--- config.mk ---
export PLATFORM = sky130hd
export DESIGN_NAME = perf_counters
export DESIGN_NICKNAME = d
export VERILOG_FILES = /design/src/design/mem_io_pkg.sv /design/src/design/perf_counters.sv
export SDC_FILE = /design/constraint.sdc
export NUM_CORES = 1
export LEC_CHECK = 0
export ABC_AREA = 1
export BUFFER_PORTS_ARGS = -buffer_cell sky130_fd_sc_hd__buf_4
export CORE_MARGIN = 4
export CORE_UTILIZATION = 55
export DETAILED_ROUTE_END_ITERATION = 12
export PLACE_DENSITY = 0.74
export SLEW_MARGIN = 40
export SYNTH_ARGS = -nofsm -noshare
export SYNTH_HDL_FRONTEND = slang
export SYNTH_SLANG_ARGS = --single-unit
--- constraint.sdc ---
create_clock -name clk -period 5.5 [get_ports clk]
set_input_delay 0.825 -clock clk [delete_from_list [all_inputs] [get_ports clk]]
set_output_delay 0.825 -clock clk [all_outputs]
set_load 0.05 [all_outputs]
--- src/design/mem_io_pkg.sv ---
`default_nettype none

package mem_io_pkg;

    // Bus word and byte address
    typedef logic [31:0] data_t;
    typedef logic [31:0] addr_t;

    // One write enable per byte lane
    typedef logic [3:0] mask_t;

    // Access width, taken from the low funct3 bits of a load or store
    typedef enum logic [1:0] {
        width_byte = 2'd0,
        width_half = 2'd1,
        width_word = 2'd2
    } width_e;

    // Target of an access after address decode
    typedef enum logic [1:0] {
        region_ram  = 2'd0,
        region_io   = 2'd1,
        region_none = 2'd2
    } region_e;

    // Data RAM geometry
    localparam int RAM_WORDS   = 4096;
    localparam int RAM_INDEX_W = 12;

    // Address bits {31, 30, 28} of a RAM access, base 0x1000_0000
    localparam logic [2:0] RAM_REGION_TAG = 3'b001;
    // Top nibble of the I/O region
    localparam logic [3:0] IO_REGION_TAG = 4'h8;

    // I/O offsets, low address byte
    localparam int IO_OFS_W = 8;
    localparam logic [IO_OFS_W-1:0] CNT_CYCLE_OFS = 8'h10;
    localparam logic [IO_OFS_W-1:0] CNT_LOAD_OFS  = 8'h14;
    localparam logic [IO_OFS_W-1:0] CNT_CLEAR_OFS = 8'h18;
    localparam logic [IO_OFS_W-1:0] CNT_STORE_OFS = 8'h1C;

    // Region of a byte address
    function automatic region_e region_of(addr_t addr);
        region_e r;
        if ({addr[31:30], addr[28]} == RAM_REGION_TAG) begin
            r = region_ram;
        end else if (addr[31:28] == IO_REGION_TAG) begin
            r = region_io;
        end else begin
            r = region_none;
        end
        return r;
    endfunction

endpackage

`default_nettype wire

--- src/design/perf_counters.sv ---
`timescale 1ns/10ps
`default_nettype none

module perf_counters (
    input  logic                              clk,
    input  logic                              rst,
    input  logic                              accept,
    input  logic                              we,
    input  logic                              is_io,
    input  logic [mem_io_pkg::IO_OFS_W-1:0]   offset,
    output mem_io_pkg::data_t                 rdata
);
    import mem_io_pkg::*;

    data_t cycle_count;
    data_t load_count;
    data_t store_count;
    logic  clear;

    // Store to the clear offset wipes every counter
    assign clear = accept && we && is_io && (offset == CNT_CLEAR_OFS);

    // Free running cycle count
    always_ff @(posedge clk) begin
        if (rst || clear) begin
            cycle_count <= '0;
        end else begin
            cycle_count <= cycle_count + 1'b1;
        end
    end

    // Accepted accesses of any region
    always_ff @(posedge clk) begin
        if (rst || clear) begin
            load_count  <= '0;
            store_count <= '0;
        end else if (accept) begin
            if (we) begin
                store_count <= store_count + 1'b1;
            end else begin
                load_count <= load_count + 1'b1;
            end
        end
    end

    // Sampled at accept, value before this access counts
    always_ff @(posedge clk) begin
        if (accept && is_io && !we) begin
            case (offset)
                CNT_CYCLE_OFS: rdata <= cycle_count;
                CNT_LOAD_OFS:  rdata <= load_count;
                CNT_STORE_OFS: rdata <= store_count;
                default:       rdata <= '0;
            endcase
        end
    end

endmodule

`default_nettype wire

==> metrics.md <==
| Metric | Value |
|---|---|
| Final instance area | 0.00768 mm^2 |
| Leakage power | 0.00280 uW |
| Antenna violations before repair | 0 |
| CTS resizes | 0 |
| MaxCap Viol Count | 0 |
| Placed instance area | 0.00716 mm^2 |
| Fin nets | 1056 |
| Setup_tns | 0 ps |
| Worst Reg-to-Reg Cells | 9 |
| CTS tree | yes |
| First DRT Iteration DRCs | 686 |
| Cell count of the worst hold path | 1 |
| Max Clk Rate | 436 MHz |
| Post-synthesis cell type count | 29 |
| Unrepaired setup endpoints after global routing | no |
| Core Area | 0.0117 mm^2 |
| Longest Clk Path Bufs | 2 |
| Hold Path Class | register to register |
| Post-Synthesis Cell Area | 0.00668 mm^2 |
| Fillers | 1050 |
| # rows | 39 |
| Syn_area_per_cell | 6.73 um^2 |
| Main synth FF type | dfxtp_1 |
| Top cell type's share of synthesized area | 28.8% |
| Synth Area in Simple Gates | 39.9% |
| Die Height | 118 um |
| Clk sinks | 128 |
| HPWL Detailed | 13100 um |
| Worst Skew | 5.00 ps |
| Flops & latches, synth | 128 |
| Critical Path Start Type | primary input |
| Compound-Gate Fraction of Synth Area | 6.18% |
| Yosys warnings | 0 |
| Fin. Hold Viols | 0 |
| Dominant cells by area after synthesis | dfxtp_1 (29%), nand2_1 (17%), edfxtp_1 (14%) |
| DRT Wirelength | 17900 um |
| I/O pin count | 45 |
| Post-synthesis mux area share | 0% |
| Number of CTS-inserted buffers | 17 |
| CP max FO | 50 |
| CTS H-Tree Depth | 4 |
| Ant. Diodes | 0 |
| CP Class | primary input to register |
| Post-Synth XOR/XNOR Area | 2.23% |
| Clock transition at the registers of the reported paths | 50 ps |
| Synth Net Count | 1008 |
| Pwr dens | 270 mW/mm^2 |
| Input/output buffers | 44 |
| First-pass GRT wire length | 29500 um |
| Cell accounting for the most synthesized area | dfxtp_1 |
| Synth Instances | 992 |
| Routed WL per cell | 14.9 um |
| Die area | 0.0140 mm^2 |
| Setup violations, final | 0 |
| Tot GR Track Use | 26.3% |
| Post-synth EDFFs | 32 |
| Adder-cell share of the synthesized area | 0.562% |
| Routability cong. | 0.918 |
| Critical Path End Type | register |
| Slew Limit Headroom | 53.7% |
| Share of cells above drive strength 1 | 9.12% |
| Status | completed |
| VDD IR max | 245 uV |
| Root Driver | clkbuf_16 |
| Ys async rst share | 0% |
| Via/cell ratio | 5.46 |
| Largest net degree at the start of global routing | 51 |
| Antenna viol nets, final | 0 |
| Worst-Skew Late Latency | 420 ps |
| Vias | 6526 |
| Leading post-synthesis cells by instance count | nand2_1 (301), nor2_1 (162), inv_1 (111) |
| CP arrival | 2630 ps |
| Starting Density | 57.3% |
| Worst endpoint required time | 5840 ps |
| Tcrit/Tclk final | 41.7% |
| Most frequent cell after synthesis | nand2_1 |
| Combinational family with the most area after synthesis | simple AND/OR/NAND/NOR gates |
| Worst slew pin tran | 693 ps |
| Max Slew Vio Count | 0 |
| Hold bufs inserted after CTS | 0 |
| Setup Fix Bufs, Post-CTS | 0 |
| Syn-to-layout area delta | 15.0% |
| Seq/Total Area, Yosys | 43.2% |
| DRC violations left | 0 |
| First-pass DRT Iterations | 6 |
| Final min period | 2290 ps |
| Vias in the first global route | 5989 |
| Gr ovfl total | 0 |
| DP Worst Slack | 2820 ps |
| Die W | 118 um |
| Fin worst setup slack | 3210 ps |
==> registers in the layout, summed over array words and instances (netlist names) <==
name	cells
cycle_count	32
load_count	32
rdata	32
store_count	32
==> final cells by class <==
| type | count | area, um^2 | share of cell area, % |
|---|---|---|---|
| clock inverter | 9 | 66.3 | 0.863 |
| multi-input combinational | 732 | 3300 | 43.0 |
| sequential | 128 | 2880 | 37.5 |
| timing repair buffer | 48 | 368 | 4.79 |
| clock buffer | 23 | 458 | 5.96 |
| tap | 143 | 179 | 2.33 |
| inverter | 113 | 427 | 5.55 |
==> per-layer routing <==
metal | up-vias | GRT usage, % | routed length (um)
met5 | - | 0 | 0
met4 | 0 | 10.5 | 471
met3 | 36 | 6.02 | 1270
met2 | 256 | 40.7 | 7960
met1 | 2948 | 35.8 | 8170
li1 | 3286 | - | -
==> kinds of logic (layout without fill, tap and decap cells) <==
logic type                 Yosys count  after routing
xor gates and xnor gates            17             17
AOI/OAI and AO/OA                   82             82
buffers and inverters              132            193
adders and majority gates            3              3
DFF                                128            128
and+or+nand+nor                    630            630
==> metrics by stage <==
stage                     cells  util (%)  hold WS [ps]  power, uW
final                      1196      65.9           486       2070
after detailed placement   1164      61.4           473       1070
after CTS                  1196      65.9           486       2080
after global routing       1196      65.9           509       2130
after global placement     1163      61.2           469       1070
after floorplan             992         -           441       1050
==> power by group <==
group	internal, uW	total (uW)	switching, uW
Clock	623	1020	393
Combinational	22.5	77.4	54.8
Sequential	972	978	6.67
==> critical path, stage by stage <==
cell and delay, ps:
buf_4 130, nand2_2 200, inv_2 100, nand4_1 80, nor2_1 70, nor2_4 70, buf_4 470, inv_4 360
nor3b_1 260
==> path summary, 6_finish.rpt <==
path / from / to / slack [ps]
worst max register to register: cycle_count[2]$_SDFF_PP0_ / cycle_count[25]$_SDFF_PP0_ / 3650
worst min register to register: cycle_count[0]$_SDFF_PP0_ / cycle_count[0]$_SDFF_PP0_ / 490
worst max-delay path: accept / cycle_count[2]$_SDFF_PP0_ / 3210
worst min-delay path: cycle_count[0]$_SDFF_PP0_ / cycle_count[0]$_SDFF_PP0_ / 490
==> layout by cell type (no fill, tap or decap), drive strengths merged <==
cell type,synthesis,final
inv,113,113
xnor2,6,6
nand3,102,102
nor2,175,175
a21oi,55,55
clkbuf,3,23
bufinv,0,1
dfxtp,96,96
edfxtp,32,32
o21ai,26,26
buf,16,48
xor2,11,11
clkinv,0,8
nor3,21,21
ha,3,3
and3,1,1
nand2,303,303
nor4,4,4
nor3b,2,2
or2,1,1
nand4,21,21
o21bai,1,1
No activity file was read; power rests on OpenSTA's default activity.
