<file path="src/design/mem_io_pkg.sv">
`default_nettype none

package mem_io_pkg;

    // Bus word and byte address
    typedef logic [31:0] data_t;
    typedef logic [31:0] addr_t;

    // One write enable per byte lane
    typedef logic [3:0] mask_t;

    // Access width, taken from the low funct3 bits of a load or store
    typedef enum logic [1:0] {
        width_byte = 2'd0,
        width_half = 2'd1,
        width_word = 2'd2
    } width_e;

    // Target of an access after address decode
    typedef enum logic [1:0] {
        region_ram  = 2'd0,
        region_io   = 2'd1,
        region_none = 2'd2
    } region_e;

    // Data RAM geometry
    localparam int RAM_WORDS   = 4096;
    localparam int RAM_INDEX_W = 12;

    // Address bits {31, 30, 28} of a RAM access, base 0x1000_0000
    localparam logic [2:0] RAM_REGION_TAG = 3'b001;
    // Top nibble of the I/O region
    localparam logic [3:0] IO_REGION_TAG = 4'h8;

    // I/O offsets, low address byte
    localparam int IO_OFS_W = 8;
    localparam logic [IO_OFS_W-1:0] CNT_CYCLE_OFS = 8'h10;
    localparam logic [IO_OFS_W-1:0] CNT_LOAD_OFS  = 8'h14;
    localparam logic [IO_OFS_W-1:0] CNT_CLEAR_OFS = 8'h18;
    localparam logic [IO_OFS_W-1:0] CNT_STORE_OFS = 8'h1C;

    // Region of a byte address
    function automatic region_e region_of(addr_t addr);
        region_e r;
        if ({addr[31:30], addr[28]} == RAM_REGION_TAG) begin
            r = region_ram;
        end else if (addr[31:28] == IO_REGION_TAG) begin
            r = region_io;
        end else begin
            r = region_none;
        end
        return r;
    endfunction

endpackage

`default_nettype wire

</file>
<file path="src/design/load_extender.sv">
`timescale 1ns/10ps
`default_nettype none

module load_extender (
    input  mem_io_pkg::data_t  word,
    input  mem_io_pkg::width_e width,
    input  logic               is_unsigned,
    input  logic [1:0]         offset,
    output mem_io_pkg::data_t  value
);
    import mem_io_pkg::*;

    logic [7:0]  byte_sel;
    logic [15:0] half_sel;
    logic        fill;

    // Byte lane from both offset bits
    always_comb begin
        case (offset)
            2'd0:    byte_sel = word[7:0];
            2'd1:    byte_sel = word[15:8];
            2'd2:    byte_sel = word[23:16];
            default: byte_sel = word[31:24];
        endcase
    end

    // Half lane from offset bit 1 only
    assign half_sel = offset[1] ? word[31:16] : word[15:0];

    // Extension bit, sign of the selected part or zero
    always_comb begin
        case (width)
            width_byte: fill = !is_unsigned && byte_sel[7];
            width_half: fill = !is_unsigned && half_sel[15];
            default:    fill = 1'b0;
        endcase
    end

    always_comb begin
        case (width)
            width_byte: value = {{24{fill}}, byte_sel};
            width_half: value = {{16{fill}}, half_sel};
            // Whole word unchanged
            default:    value = word;
        endcase
    end

endmodule

`default_nettype wire

</file>
<file path="config.mk">
export PLATFORM = sky130hd
export DESIGN_NAME = load_extender
export DESIGN_NICKNAME = d
export VERILOG_FILES = /design/src/design/mem_io_pkg.sv /design/src/design/load_extender.sv
export SDC_FILE = /design/constraint.sdc
export NUM_CORES = 1
export LEC_CHECK = 0
export ABC_AREA = 1
export BUFFER_PORTS_ARGS = -buffer_cell sky130_fd_sc_hd__clkbuf_2
export CORE_MARGIN = 2
export CORE_UTILIZATION = 38
export DETAILED_ROUTE_END_ITERATION = 10
export GPL_TIMING_DRIVEN = 0
export PLACE_DENSITY = 0.94
export SLEW_MARGIN = 5
export SYNTH_ARGS = -nofsm -noshare
export SYNTH_HDL_FRONTEND = slang
export SYNTH_SLANG_ARGS = --single-unit
</file>
<file path="constraint.sdc">
create_clock -name vclk -period 1.15
set_input_delay 0 -clock vclk [all_inputs]
set_output_delay 0 -clock vclk [all_outputs]
set_load 0.02 [all_outputs]
</file>
==> qor_table.md <==
| Step | Metric | Reported |
| --- | --- | --- |
| pwr | Combinational group share of total power | 1.000 |
| route | TritonRoute pass-1 iters | 4 |
| finish | CLK BUF | 0 |
| sta | Peak Freq | 920 MHz |
| route | Routed wire length | 2560 um |
| synthesis | Post-synthesis compound-gate area fraction | 0.280 |
| pwr | Peak ir drop on the vdd network | 0.261 mV |
| pwr | Net switching power figure | 0.364 mW |
| finish | Fraction of layout cells with a size suffix above 1 | 0.410 |
| floorplan | Die extent in x | 46.0 um |
| sta | Final period utilization | 0.946 |
| finish | Final Util | 0.641 |
| global route | Antenna violations before repair | 0 |
| pwr | Leakage component of the power | 0.715 nW |
| critical path | Critical path class | input pin to output port |
| finish | Diodes inserted | 0 |
| global route | Maximum number of pins on one net before global-route repair | 11 |
| synthesis | Cell type with the highest aggregate area in the netlist | nand2_1 |
| synthesis | Share of the synthesized netlist area taken by xor and xnor gates | 0 |
| flow run | Maxcap violations | 0 |
| sta | Setup WS post-layout | 0.0626 ns |
| pwr | Areal power density over the cells | 542 nW/um2 |
| global route | Global-route wire length before repair | 3530 um |
| global route | Number of global-route vias before repair | 912 |
| synthesis | Synth Area per Inst | 4.82 um2 |
| critical path | Required arrival time at the worst endpoint | 1.15 ns |
| sta | Post-route setup TNS | 0 ns |
| synthesis | Cell Area, Synth | 669 um2 |
| floorplan | Area of the die | 2110 um2 |
| critical path | Crit path arrival time | 1.09 ns |
| finish | Post-synthesis to final-layout area growth | 61.7% |
| critical path | Largest driver fanout on the critical path | 10 |
| synthesis | Most common cell in the netlist | nand2_1 |
| place | Cell total after placement | 224 |
| synthesis | Synth warnings | 0 |
| floorplan | Number of top-level pins | 69 |
| sta | Worst max-slew margin expressed relative to the limit | 0.704 |
| route | Number of nets with antenna violations after routing | 0 |
| synthesis | Share of Yosys cell area claimed by the top area cell type | 0.393 |
| floorplan | Die Span Y | 46.0 um |
| sta | Transition at the pin with the smallest max-transition slack | 0.444 ns |
| min path | Hold/Removal Path Class | input pin to output port |
| place | Routability congestion estimate | 0.883 |
| synthesis | Simple-gate share of the synthesized area | 0.598 |
| route | Via count | 1202 |
| sta | Setup repair after global routing missed its margin | true |
| critical path | Critical path startpoint category | input pin |
| pwr | Switching share of power | 0.621 |
| sta | Final hold vios | 0 |
| synthesis | Mapped Nets | 176 |
| synthesis | Main combinational cell family by area after synthesis | simple AND/OR/NAND/NOR gates |
| floorplan | Core area | 1690 um2 |
| synthesis | Adder-cell area share of the yosys netlist | 0 |
| finish | Footprint of the flip-flops and latches | 0 um2 |
| pwr | Power share of the sequential group | 0 |
| place | Number of buffers added on ports | 68 |
| sta | Setup violators final | 0 |
| route | Via/cell ratio | 5.30 |
| place | Detail Placement HPWL | 1990 um |
| synthesis | Share of cell area taken by muxes after synthesis | 0 |
| route | DR iter-0 viols | 32 |
| floorplan | Initial core utilization | 0.396 |
| finish | Final std cells w/o fill | 227 |
| sta | Final Critical Period | 1.09 ns |
| critical path | Critical path endpoint category | output port |
| global route | Residual overflow from global routing | 0 |
| run status | Run status | finished clean |
| pwr | Clock Power Share | 0 |
| place | Setup slack after placement | -0.0706 ns |
| global route | GRT Total Usage | 0.214 |
| synthesis | Leading post-synthesis cells by instance count | nand2_1, nor2_1, a22oi_1 |
| finish | Number of sequential storage elements | 0 |
| sta | Final max-slew violation count | 0 |
| synthesis | Sequential share of the synthesized area | 0 |
| finish | Final net count | 249 |
| synthesis | Synth cell types | 22 |
| synthesis | Instance count of the mapped netlist | 139 |
| route | Final routed wire length divided by cell count | 11.3 um |
| floorplan | Number of placement rows | 15 |
| synthesis | Top cells by area, synth | nand2_1, a22oi_1, nor2_1 |
| route | Residual DRC count | 0 |
| pwr | Power Internal | 0.223 mW |
cells by family after synthesis:
| kind of cell | Yosys count |
|---|---|
| AND/OR/NAND/NOR | 98 |
| AO/OA/AOI/OAI | 26 |
| buffers and inverters | 15 |
timing repair:
item | in CTS | in global routing
pin swaps | 0 | 2
gates cloned | 0 | 1
buffers inserted | 0 | 2
hold endpoints to repair | 0 | 0
hold buffers | 0 | 0
endpoints found under the setup margin | 22 | 24
gates resized for setup | 2 | 23
final timing paths:
kind | start | end | depth (start not counted)
max | offset[1] | value[29] | 10
min | word[26] | value[26] | 4
critical path, cell delays in order:
cell and delay, ns:
clkbuf_2 0.14, buf_6 0.13, o21ai_2 0.05, nand3_1 0.08, nand3_1 0.09, nand2_2 0.11
nand3_4 0.11, buf_6 0.16, nand2_1 0.07, buf_4 0.14
power groups by stage:
stage | clock, mW | combinational [mW] | sequential (mW)
final | 0 | 0.587 | 0
after detailed placement | 0 | 0.557 | 0
after CTS | 0 | 0.559 | 0
after floorplan | 0 | 0.345 | 0
after global routing | 0 | 0.638 | 0
after global placement | 0 | 0.549 | 0
cell type report:
type               instances  area [um2]
fillers                  167         607
multi-input cells        124         592
well taps                 17        21.3
repair buffers            71         380
plain buffers              8        55.1
inverters                  7        33.8
through the flow:
step	power [mW]	hold WS (ns)	instance area (um2)
floorplan	0.345	0.175	669
global placement	0.549	0.329	1030
detailed placement	0.557	0.330	1030
CTS	0.559	0.331	1030
global route	0.638	0.342	1080
finish	0.587	0.314	1080
metal layers:
layer  vias up  wire length, um  global-route usage  part of all wire
li1        602                -                   -                 -
met4         0                3              0.0171            0.0012
met3         2              212                   0             0.083
met2        70             1320               0.425              0.52
met1       528             1030               0.260              0.40
met5         -                0                   0                 0
layout by cell type (no fill, tap or decap):
| cell type | netlist | layout |
|---|---|---|
| o21ai_2 | 2 | 3 |
| a21oi_2 | 1 | 1 |
| nand2_1 | 70 | 70 |
| o311ai_0 | 3 | 3 |
| nand3_2 | 1 | 1 |
| a22oi_1 | 9 | 9 |
| a21oi_1 | 4 | 4 |
| buf_2 | 1 | 6 |
| clkbuf_1 | 4 | 3 |
| nor2_1 | 18 | 18 |
| nand3_4 | 1 | 1 |
| inv_4 | 0 | 1 |
| inv_1 | 6 | 5 |
| o31ai_1 | 3 | 3 |
| inv_6 | 1 | 1 |
| buf_4 | 1 | 10 |
| buf_6 | 2 | 3 |
| a21boi_0 | 2 | 2 |
| nand2_2 | 2 | 2 |
| clkbuf_2 | 0 | 57 |
| nor3_1 | 1 | 1 |
| o21ai_0 | 1 | 1 |
| nand3_1 | 5 | 5 |
Note: power is estimated with default switching activity, not from simulation.
