<file path="src/design/mem_io_pkg.sv">
`default_nettype none

package mem_io_pkg;

    // Bus word and byte address
    typedef logic [31:0] data_t;
    typedef logic [31:0] addr_t;

    // One write enable per byte lane
    typedef logic [3:0] mask_t;

    // Access width, taken from the low funct3 bits of a load or store
    typedef enum logic [1:0] {
        width_byte = 2'd0,
        width_half = 2'd1,
        width_word = 2'd2
    } width_e;

    // Target of an access after address decode
    typedef enum logic [1:0] {
        region_ram  = 2'd0,
        region_io   = 2'd1,
        region_none = 2'd2
    } region_e;

    // Data RAM geometry
    localparam int RAM_WORDS   = 4096;
    localparam int RAM_INDEX_W = 12;

    // Address bits {31, 30, 28} of a RAM access, base 0x1000_0000
    localparam logic [2:0] RAM_REGION_TAG = 3'b001;
    // Top nibble of the I/O region
    localparam logic [3:0] IO_REGION_TAG = 4'h8;

    // I/O offsets, low address byte
    localparam int IO_OFS_W = 8;
    localparam logic [IO_OFS_W-1:0] CNT_CYCLE_OFS = 8'h10;
    localparam logic [IO_OFS_W-1:0] CNT_LOAD_OFS  = 8'h14;
    localparam logic [IO_OFS_W-1:0] CNT_CLEAR_OFS = 8'h18;
    localparam logic [IO_OFS_W-1:0] CNT_STORE_OFS = 8'h1C;

    // Region of a byte address
    function automatic region_e region_of(addr_t addr);
        region_e r;
        if ({addr[31:30], addr[28]} == RAM_REGION_TAG) begin
            r = region_ram;
        end else if (addr[31:28] == IO_REGION_TAG) begin
            r = region_io;
        end else begin
            r = region_none;
        end
        return r;
    endfunction

endpackage

`default_nettype wire

</file>
<file path="src/design/store_aligner.sv">
`timescale 1ns/10ps
`default_nettype none

module store_aligner (
    input  mem_io_pkg::width_e width,
    input  logic [1:0]         offset,
    input  mem_io_pkg::data_t  wdata,
    output mem_io_pkg::mask_t  mask,
    output mem_io_pkg::data_t  lane_data
);
    import mem_io_pkg::*;

    // Copy the low byte or half into every lane it can land in
    always_comb begin
        case (width)
            width_byte: lane_data = {4{wdata[7:0]}};
            width_half: lane_data = {2{wdata[15:0]}};
            default:    lane_data = wdata;
        endcase
    end

    // Lane enables from width and offset
    always_comb begin
        case (width)
            width_byte: begin
                // Single lane picked by both offset bits
                mask = 4'b0001 << offset;
            end
            width_half: begin
                // Upper or lower half, offset bit 0 ignored
                if (offset[1]) begin
                    mask = 4'b1100;
                end else begin
                    mask = 4'b0011;
                end
            end
            width_word: begin
                mask = 4'b1111;
            end
            default: begin
                // Unused encoding writes nothing
                mask = 4'b0000;
            end
        endcase
    end

endmodule

`default_nettype wire

</file>
<file path="config.mk">
export PLATFORM = sky130hd
export DESIGN_NAME = store_aligner
export DESIGN_NICKNAME = d
export VERILOG_FILES = /design/src/design/mem_io_pkg.sv /design/src/design/store_aligner.sv
export SDC_FILE = /design/constraint.sdc
export NUM_CORES = 1
export LEC_CHECK = 0
export BUFFER_PORTS_ARGS = -buffer_cell sky130_fd_sc_hd__buf_2
export CORE_UTILIZATION = 32
export DETAILED_ROUTE_END_ITERATION = 7
export MAX_ROUTING_LAYER = met4
export PLACE_DENSITY = 0.91
export SYNTH_ARGS = -nofsm -noshare
export SYNTH_HDL_FRONTEND = slang
export SYNTH_SLANG_ARGS = --single-unit
</file>
<file path="constraint.sdc">
create_clock -name vclk -period 1.05
set_clock_uncertainty 0.05 [all_clocks]
set_input_delay 0.105 -clock vclk [all_inputs]
set_output_delay 0.105 -clock vclk [all_outputs]
set_load 0.01 [all_outputs]
</file>
==> results.py, run 1 <==
metrics = {
    "timing": {
        "final_max_slew_viol_count": 0,
        "rsz0062_at_grt": "true",
        "setup_violations": 6,
        "hold_violations": 0,
        "period_needed_ps": 1066,
        "timing.hold.ws_ps": 386.2,
        "relSlewSlack_pct": 89.90,
        "fin_crit_sh_pct": 101.5,
        "worstMarginPinSlew_ps": 149.9,
        "tns_ps": -77.68,
        "fmax_mhz": 938.4,
        "setup_slack_ps": -15.61,
    },
    "routing": {
        "postRouteAntennaNets": 0,
        "drc": 0,
        "finalWirelength_um": 1745,
        "drtIter0Drc": 10,
        "num_vias": 713,
        "wl_per_cell_um": 11.87,
        "avgViaCountPerCell": 4.850,
        "first_pass_iters": 4,
    },
    "critical_path": {
        "crit_slowest_cell": "mux2_4",
        "cp_max_fo": 6,
        "cp.required_ps": 890,
        "cp.arrival_ps": 910,
        "crit_type": "primary input to output pin",
        "cp_slowest_stage_delay_ps": 300,
        "startpoint_type": "primary input",
        "crit_chain": "buf_8 > nor2_4 > buf_12 > mux2_4 > buf_6",
        "cp-end-kind": "output pin",
    },
    "final_layout": {
        "final-seq-area_um2": 0,
        "seq_cells": 0,
        "n_fill_cell": 116,
        "antenna_cells": 0,
        "final_core_util_pct": 72.13,
        "multiInputGateArea_um2": 439.2,
        "clock_buffers": 0,
        "fin_nets": 170,
        "layout-drive-gt1-share_pct": 75.76,
        "syn2layout_area_growth_pct": 97.28,
    },
    "yosys": {
        "postSynthAreaPerCell_um2": 7.898,
        "netlist_area_um2": 505.5,
        "post-synth-top-area-cell": "mux2_2",
        "netlist_instances": 64,
        "synth.area.top_cells": "mux2_2 36%, mux2i_1 20%, buf_4 13%, o21ai_0 9.9%, nand2_1 5.9%",
        "yosysWarnings": 0,
        "syn_nets": 100,
        "synth_seq_area_share_pct": 0,
        "ys_types": 12,
        "yosys.area.top_type_share_pct": 35.64,
    },
    "global_routing": {
        "grt_pass1_vias": 661,
        "grt_max_degree": 15,
        "grtUsageTotal_pct": 20.00,
        "grt_pass1_wl_um": 2877,
        "grt.overflow.total": 0,
        "antenna_found_initial": 0,
    },
    "outcome": {
        "outcome": "complete, but fails checks",
        "violations": "setup timing",
    },
    "job": {
        "cap_viol_max_count": 0,
    },
    "die": {
        "die-area_um2": 1743,
        "start_util_pct": 36.56,
        "core_um2": 1383,
        "die_w_um": 41.75,
        "placementRows": 13,
        "ioPinCount": 72,
        "die_h_um": 41.75,
    },
    "hold_path": {
        "min_from": "wdata[0]",
        "hold_end": "lane_data[0]",
        "holdPathStages": 2,
        "min_path_type": "primary input to output pin",
    },
    "power": {
        "leakagePower_nw": 0.5685,
        "ir_drop_mv": 0.3005,
        "power-per-cell-area_nw_per_um2": 489.9,
    },
    "clock_tree": {
        "cts_hold_buffers": 0,
    },
    "placed_design": {
        "dp_hpwl_um": 1320,
        "gp_congestion": 0.6511,
        "io_buffers": 72,
    },
}
[routing by layer]
layer / share of wire (%) / global-route usage (%) / vias to the layer above
li1: - / - / 358
met1: 37 / 22.05 / 320
met2: 56 / 40.94 / 35
met3: 6.3 / 0.8696 / 0
met4: 0 / 0 / 0
met5: 0 / - / -
[repair_timing]
item | 4_1_cts | 5_1_grt
pin swaps | 1 | 0
resized for setup | 21 | 3
buffers inserted | 2 | 0
endpoints found under the setup margin | 14 | 10
[cells in the mapped netlist (all sizes together)]
library cell and count:
mux2i 10, buf 13, nand2b 1, nand2 8, o21ai 10, a21oi 4, mux2 16, nor2 1
inv 1
[final cells by class]
type / count / area share (%)
Inverter: 1 / 0.3764
Multi-Input combinational cell: 50 / 44.04
Tap cell: 15 / 1.882
Timing Repair Buffer: 81 / 53.70
[cells by family (layout without fill, tap and decap cells)]
group                  Yosys count  after routing  synth area share (%)
AO/OA/AOI/OAI                   14             14                 13.86
buffers and inverters           14             82                 21.28
multiplexers                    26             26                 55.45
AND/OR/NAND/NOR                 10             10                 9.407
[worst max-delay path by stage]
stage,start,to,slack (ps),cells after the start
5_1_grt,width[0],lane_data[10],-30,5
6_report,width[0],lane_data[9],-20,5
3_3_place_gp,width[1],lane_data[11],-120,4
2_1_floorplan,width[0],lane_data[10],120,3
3_5_place_dp,width[1],lane_data[11],-150,4
4_1_cts,width[0],lane_data[11],-20,5
[layout by cell type, fill, tap and decap left out]
master    count
a21oi_1       3
a21oi_2       1
buf_12        3
buf_2        62
buf_4         5
buf_6        10
buf_8         1
inv_1         1
mux2_2        8
mux2_4        8
mux2i_1      10
nand2_1       8
nand2b_4      1
nor2_4        1
o21ai_0      10
[through the flow]
step | cell area (um2) | setup WS [ps] | power (mW) | cells
after global placement | 858.3 | -121.7 | 0.3989 | 145
after global routing | 997.2 | -34.50 | 0.5269 | 147
after detailed placement | 858.3 | -146.6 | 0.4100 | 145
final | 997.2 | -15.61 | 0.4885 | 147
after CTS | 979.7 | -15.52 | 0.4796 | 147
after floorplan | 505.5 | 118.2 | 0.2292 | 64
[report_power, final]
group          internal (mW)  switching (mW)
logic                  0.279           0.209
clock network              0               0
registers                  0               0
total                  0.279           0.209
[worst max-delay path, delay by kind of cell]
family / cells / cell delay (ps)
and+or+nand+nor: 1 / 140
buffers and inverters: 3 / 360
muxes: 1 / 300
Note: power is estimated with default switching activity, not from simulation.
==> run 2, diff against run 1 <==
--- a/config.mk
+++ b/config.mk
@@ -5,8 +5,9 @@
 export SDC_FILE = /design/constraint.sdc
 export NUM_CORES = 1
 export LEC_CHECK = 0
+export ABC_AREA = 1
 export BUFFER_PORTS_ARGS = -buffer_cell sky130_fd_sc_hd__buf_2
-export CORE_UTILIZATION = 32
+export CORE_UTILIZATION = 31
 export DETAILED_ROUTE_END_ITERATION = 7
 export MAX_ROUTING_LAYER = met4
 export PLACE_DENSITY = 0.91
==> run 2 against run 1 <==
Against the previous run:
- the flow now finishes without violations
- wire length shrank 2.8%
- core utilization shrank 13 points
- maximum frequency grew 9.5%
- critical path depth is the same
- synthesized cell count grew 61%
- non-clock buffer count shrank 5
- synthesized area shrank 6.7%
- flip-flop and latch count is the same
- die area shrank 3.5%
- clock-buffer cell count is the same
==> results.py, run 2 <==
metrics = {
    "power": {
        "power-per-cell-area_nw_per_um2": 485.4,
        "leakagePower_nw": 0.5423,
        "ir_drop_mv": 0.2811,
        "p_total_mw": 0.3857,
    },
    "timing": {
        "final_max_slew_viol_count": 0,
        "hold_violations": 0,
        "tns_ps": 0,
        "period_needed_ps": 973.3,
        "worstMarginPinSlew_ps": 205.6,
        "fin_crit_sh_pct": 92.69,
        "rsz0062_at_grt": "false",
        "relSlewSlack_pct": 86.26,
        "setup_violations": 0,
        "setup_slack_ps": 76.71,
        "fmax_mhz": 1027,
    },
    "critical_path": {
        "cp.arrival_ps": 820,
        "cp-end-kind": "output pin",
        "cp_top_family": "simple AND/OR/NAND/NOR gates",
        "crit_type": "primary input to output pin",
        "crit_chain": "buf_4 > nor2_4 > nand2_1 > nand3_1 > buf_2",
        "cp.required_ps": 890,
        "crit_slowest_cell": "nor2_4",
        "cp_max_fo": 20,
        "cp_num_buf_inv": 2,
        "startpoint_type": "primary input",
        "cp_slowest_stage_delay_ps": 220,
    },
    "global_routing": {
        "antenna_found_initial": 0,
        "gr-max-usage-layer": "met2",
        "grt_pass1_vias": 555,
        "grt_pass1_wl_um": 2125,
        "grt.overflow.total": 0,
        "grtUsageTotal_pct": 18.12,
        "grt_max_degree": 21,
        "met2_usage_pct": 35.55,
        "use_met3_pct": 1.087,
        "use_met1_pct": 20.51,
    },
    "outcome": {
        "outcome": "complete, no violations",
    },
    "yosys": {
        "yosysWarnings": 0,
        "yosys.area.top_type_share_pct": 44.56,
        "synth.area.top_cells": "nand2_1 45%, buf_4 18%, nand3_1 17%, o21ai_0 11%, buf_2 3.2%",
        "netlist_area_um2": 471.7,
        "netlist_instances": 103,
        "synthTopCellsByCount": "56 x nand2_1, 16 x nand3_1, 11 x buf_4",
        "postSynthAreaPerCell_um2": 4.580,
        "ys_types": 9,
        "syn_nets": 139,
        "synth_seq_area_share_pct": 0,
        "post-synth-top-area-cell": "nand2_1",
        "synthMostInstantiatedCell": "nand2_1",
    },
    "final_layout": {
        "layout_commonest_cell": "buf_2",
        "multiInputGateArea_um2": 365.4,
        "syn2layout_area_growth_pct": 68.44,
        "seq_cells": 0,
        "layout-drive-gt1-share_pct": 47.27,
        "final-seq-area_um2": 0,
        "fin_nets": 203,
        "final_core_util_pct": 58.85,
        "clock_buffers": 0,
        "n_fill_cell": 150,
        "antenna_cells": 0,
        "final_cell_mix": "70 x buf_2, 55 x nand2_1, 16 x nand3_1",
    },
    "routing": {
        "wl_per_cell_um": 9.428,
        "drtIter0Drc": 15,
        "num_vias": 876,
        "avgViaCountPerCell": 4.867,
        "drc": 0,
        "first_pass_iters": 4,
        "finalWirelength_um": 1697,
        "postRouteAntennaNets": 0,
    },
    "placed_design": {
        "io_buffers": 72,
        "dp_hpwl_um": 1380,
        "gp_congestion": 0.7972,
        "place_worst_setup_slack_ps": -5.122,
    },
    "die": {
        "ioPinCount": 72,
        "die_h_um": 41.01,
        "start_util_pct": 34.94,
        "die_w_um": 41.01,
        "placementRows": 13,
        "core_um2": 1350,
        "die-area_um2": 1681,
    },
    "clock_tree": {
        "cts_hold_buffers": 0,
    },
    "job": {
        "cap_viol_max_count": 0,
    },
    "hold_path": {
        "min_path_type": "primary input to output pin",
    },
}
run 2: changes by cell type after synthesis, sizes merged:
cell,delta
a21oi,-4
nor2,+3
inv,+1
nand3,+16
mux2i,-10
nand2,+48
nand2b,-1
clkinv,+1
mux2,-16
buf,+1
run 2: power breakdown:
part	internal (mW)	total, mW	switching [mW]
Clock	0	0	0
Sequential	0	0	0
Combinational	0.175	0.386	0.211
Total	0.175	0.386	0.211
run 2: layout make-up:
type,count,area share [%]
Multi-Input combinational cell,86,45.98
Tap cell,15,2.362
Timing Repair Buffer,76,50.24
Inverter,3,1.417
run 2: kinds of logic after synthesis:
| logic type | share of synthesized area [%] |
|---|---|
| compound gates | 10.61 |
| buf+inv | 23.08 |
| simple gates | 66.31 |
run 2: routing by layer:
layer / vias to the layer above / routed length [um]
li1: 445 / -
met1: 385 / 660
met2: 46 / 916
met3: 0 / 120
met4: 0 / 0
met5: - / 0
run 2: what timing repair did:
action	in CTS	in global routing
pin swaps	0	1
setup endpoints to repair	1	16
setup buffers	0	0
gates resized for setup	1	5
run 2: worst paths after layout:
check                 from       endpoint  slack, ps  cells after the start
setup / recovery  width[0]  lane_data[24]         80                      5
hold / removal    wdata[0]   lane_data[0]        370                      2
run 2: per-stage QoR:
step	area, um2	cells	hold slack (ps)
after floorplan	471.7	103	251.8
after global placement	783.3	180	375.7
after detailed placement	783.3	180	374.9
after CTS	785.8	180	375.2
after global routing	794.5	180	389.7
final	794.5	180	373.6
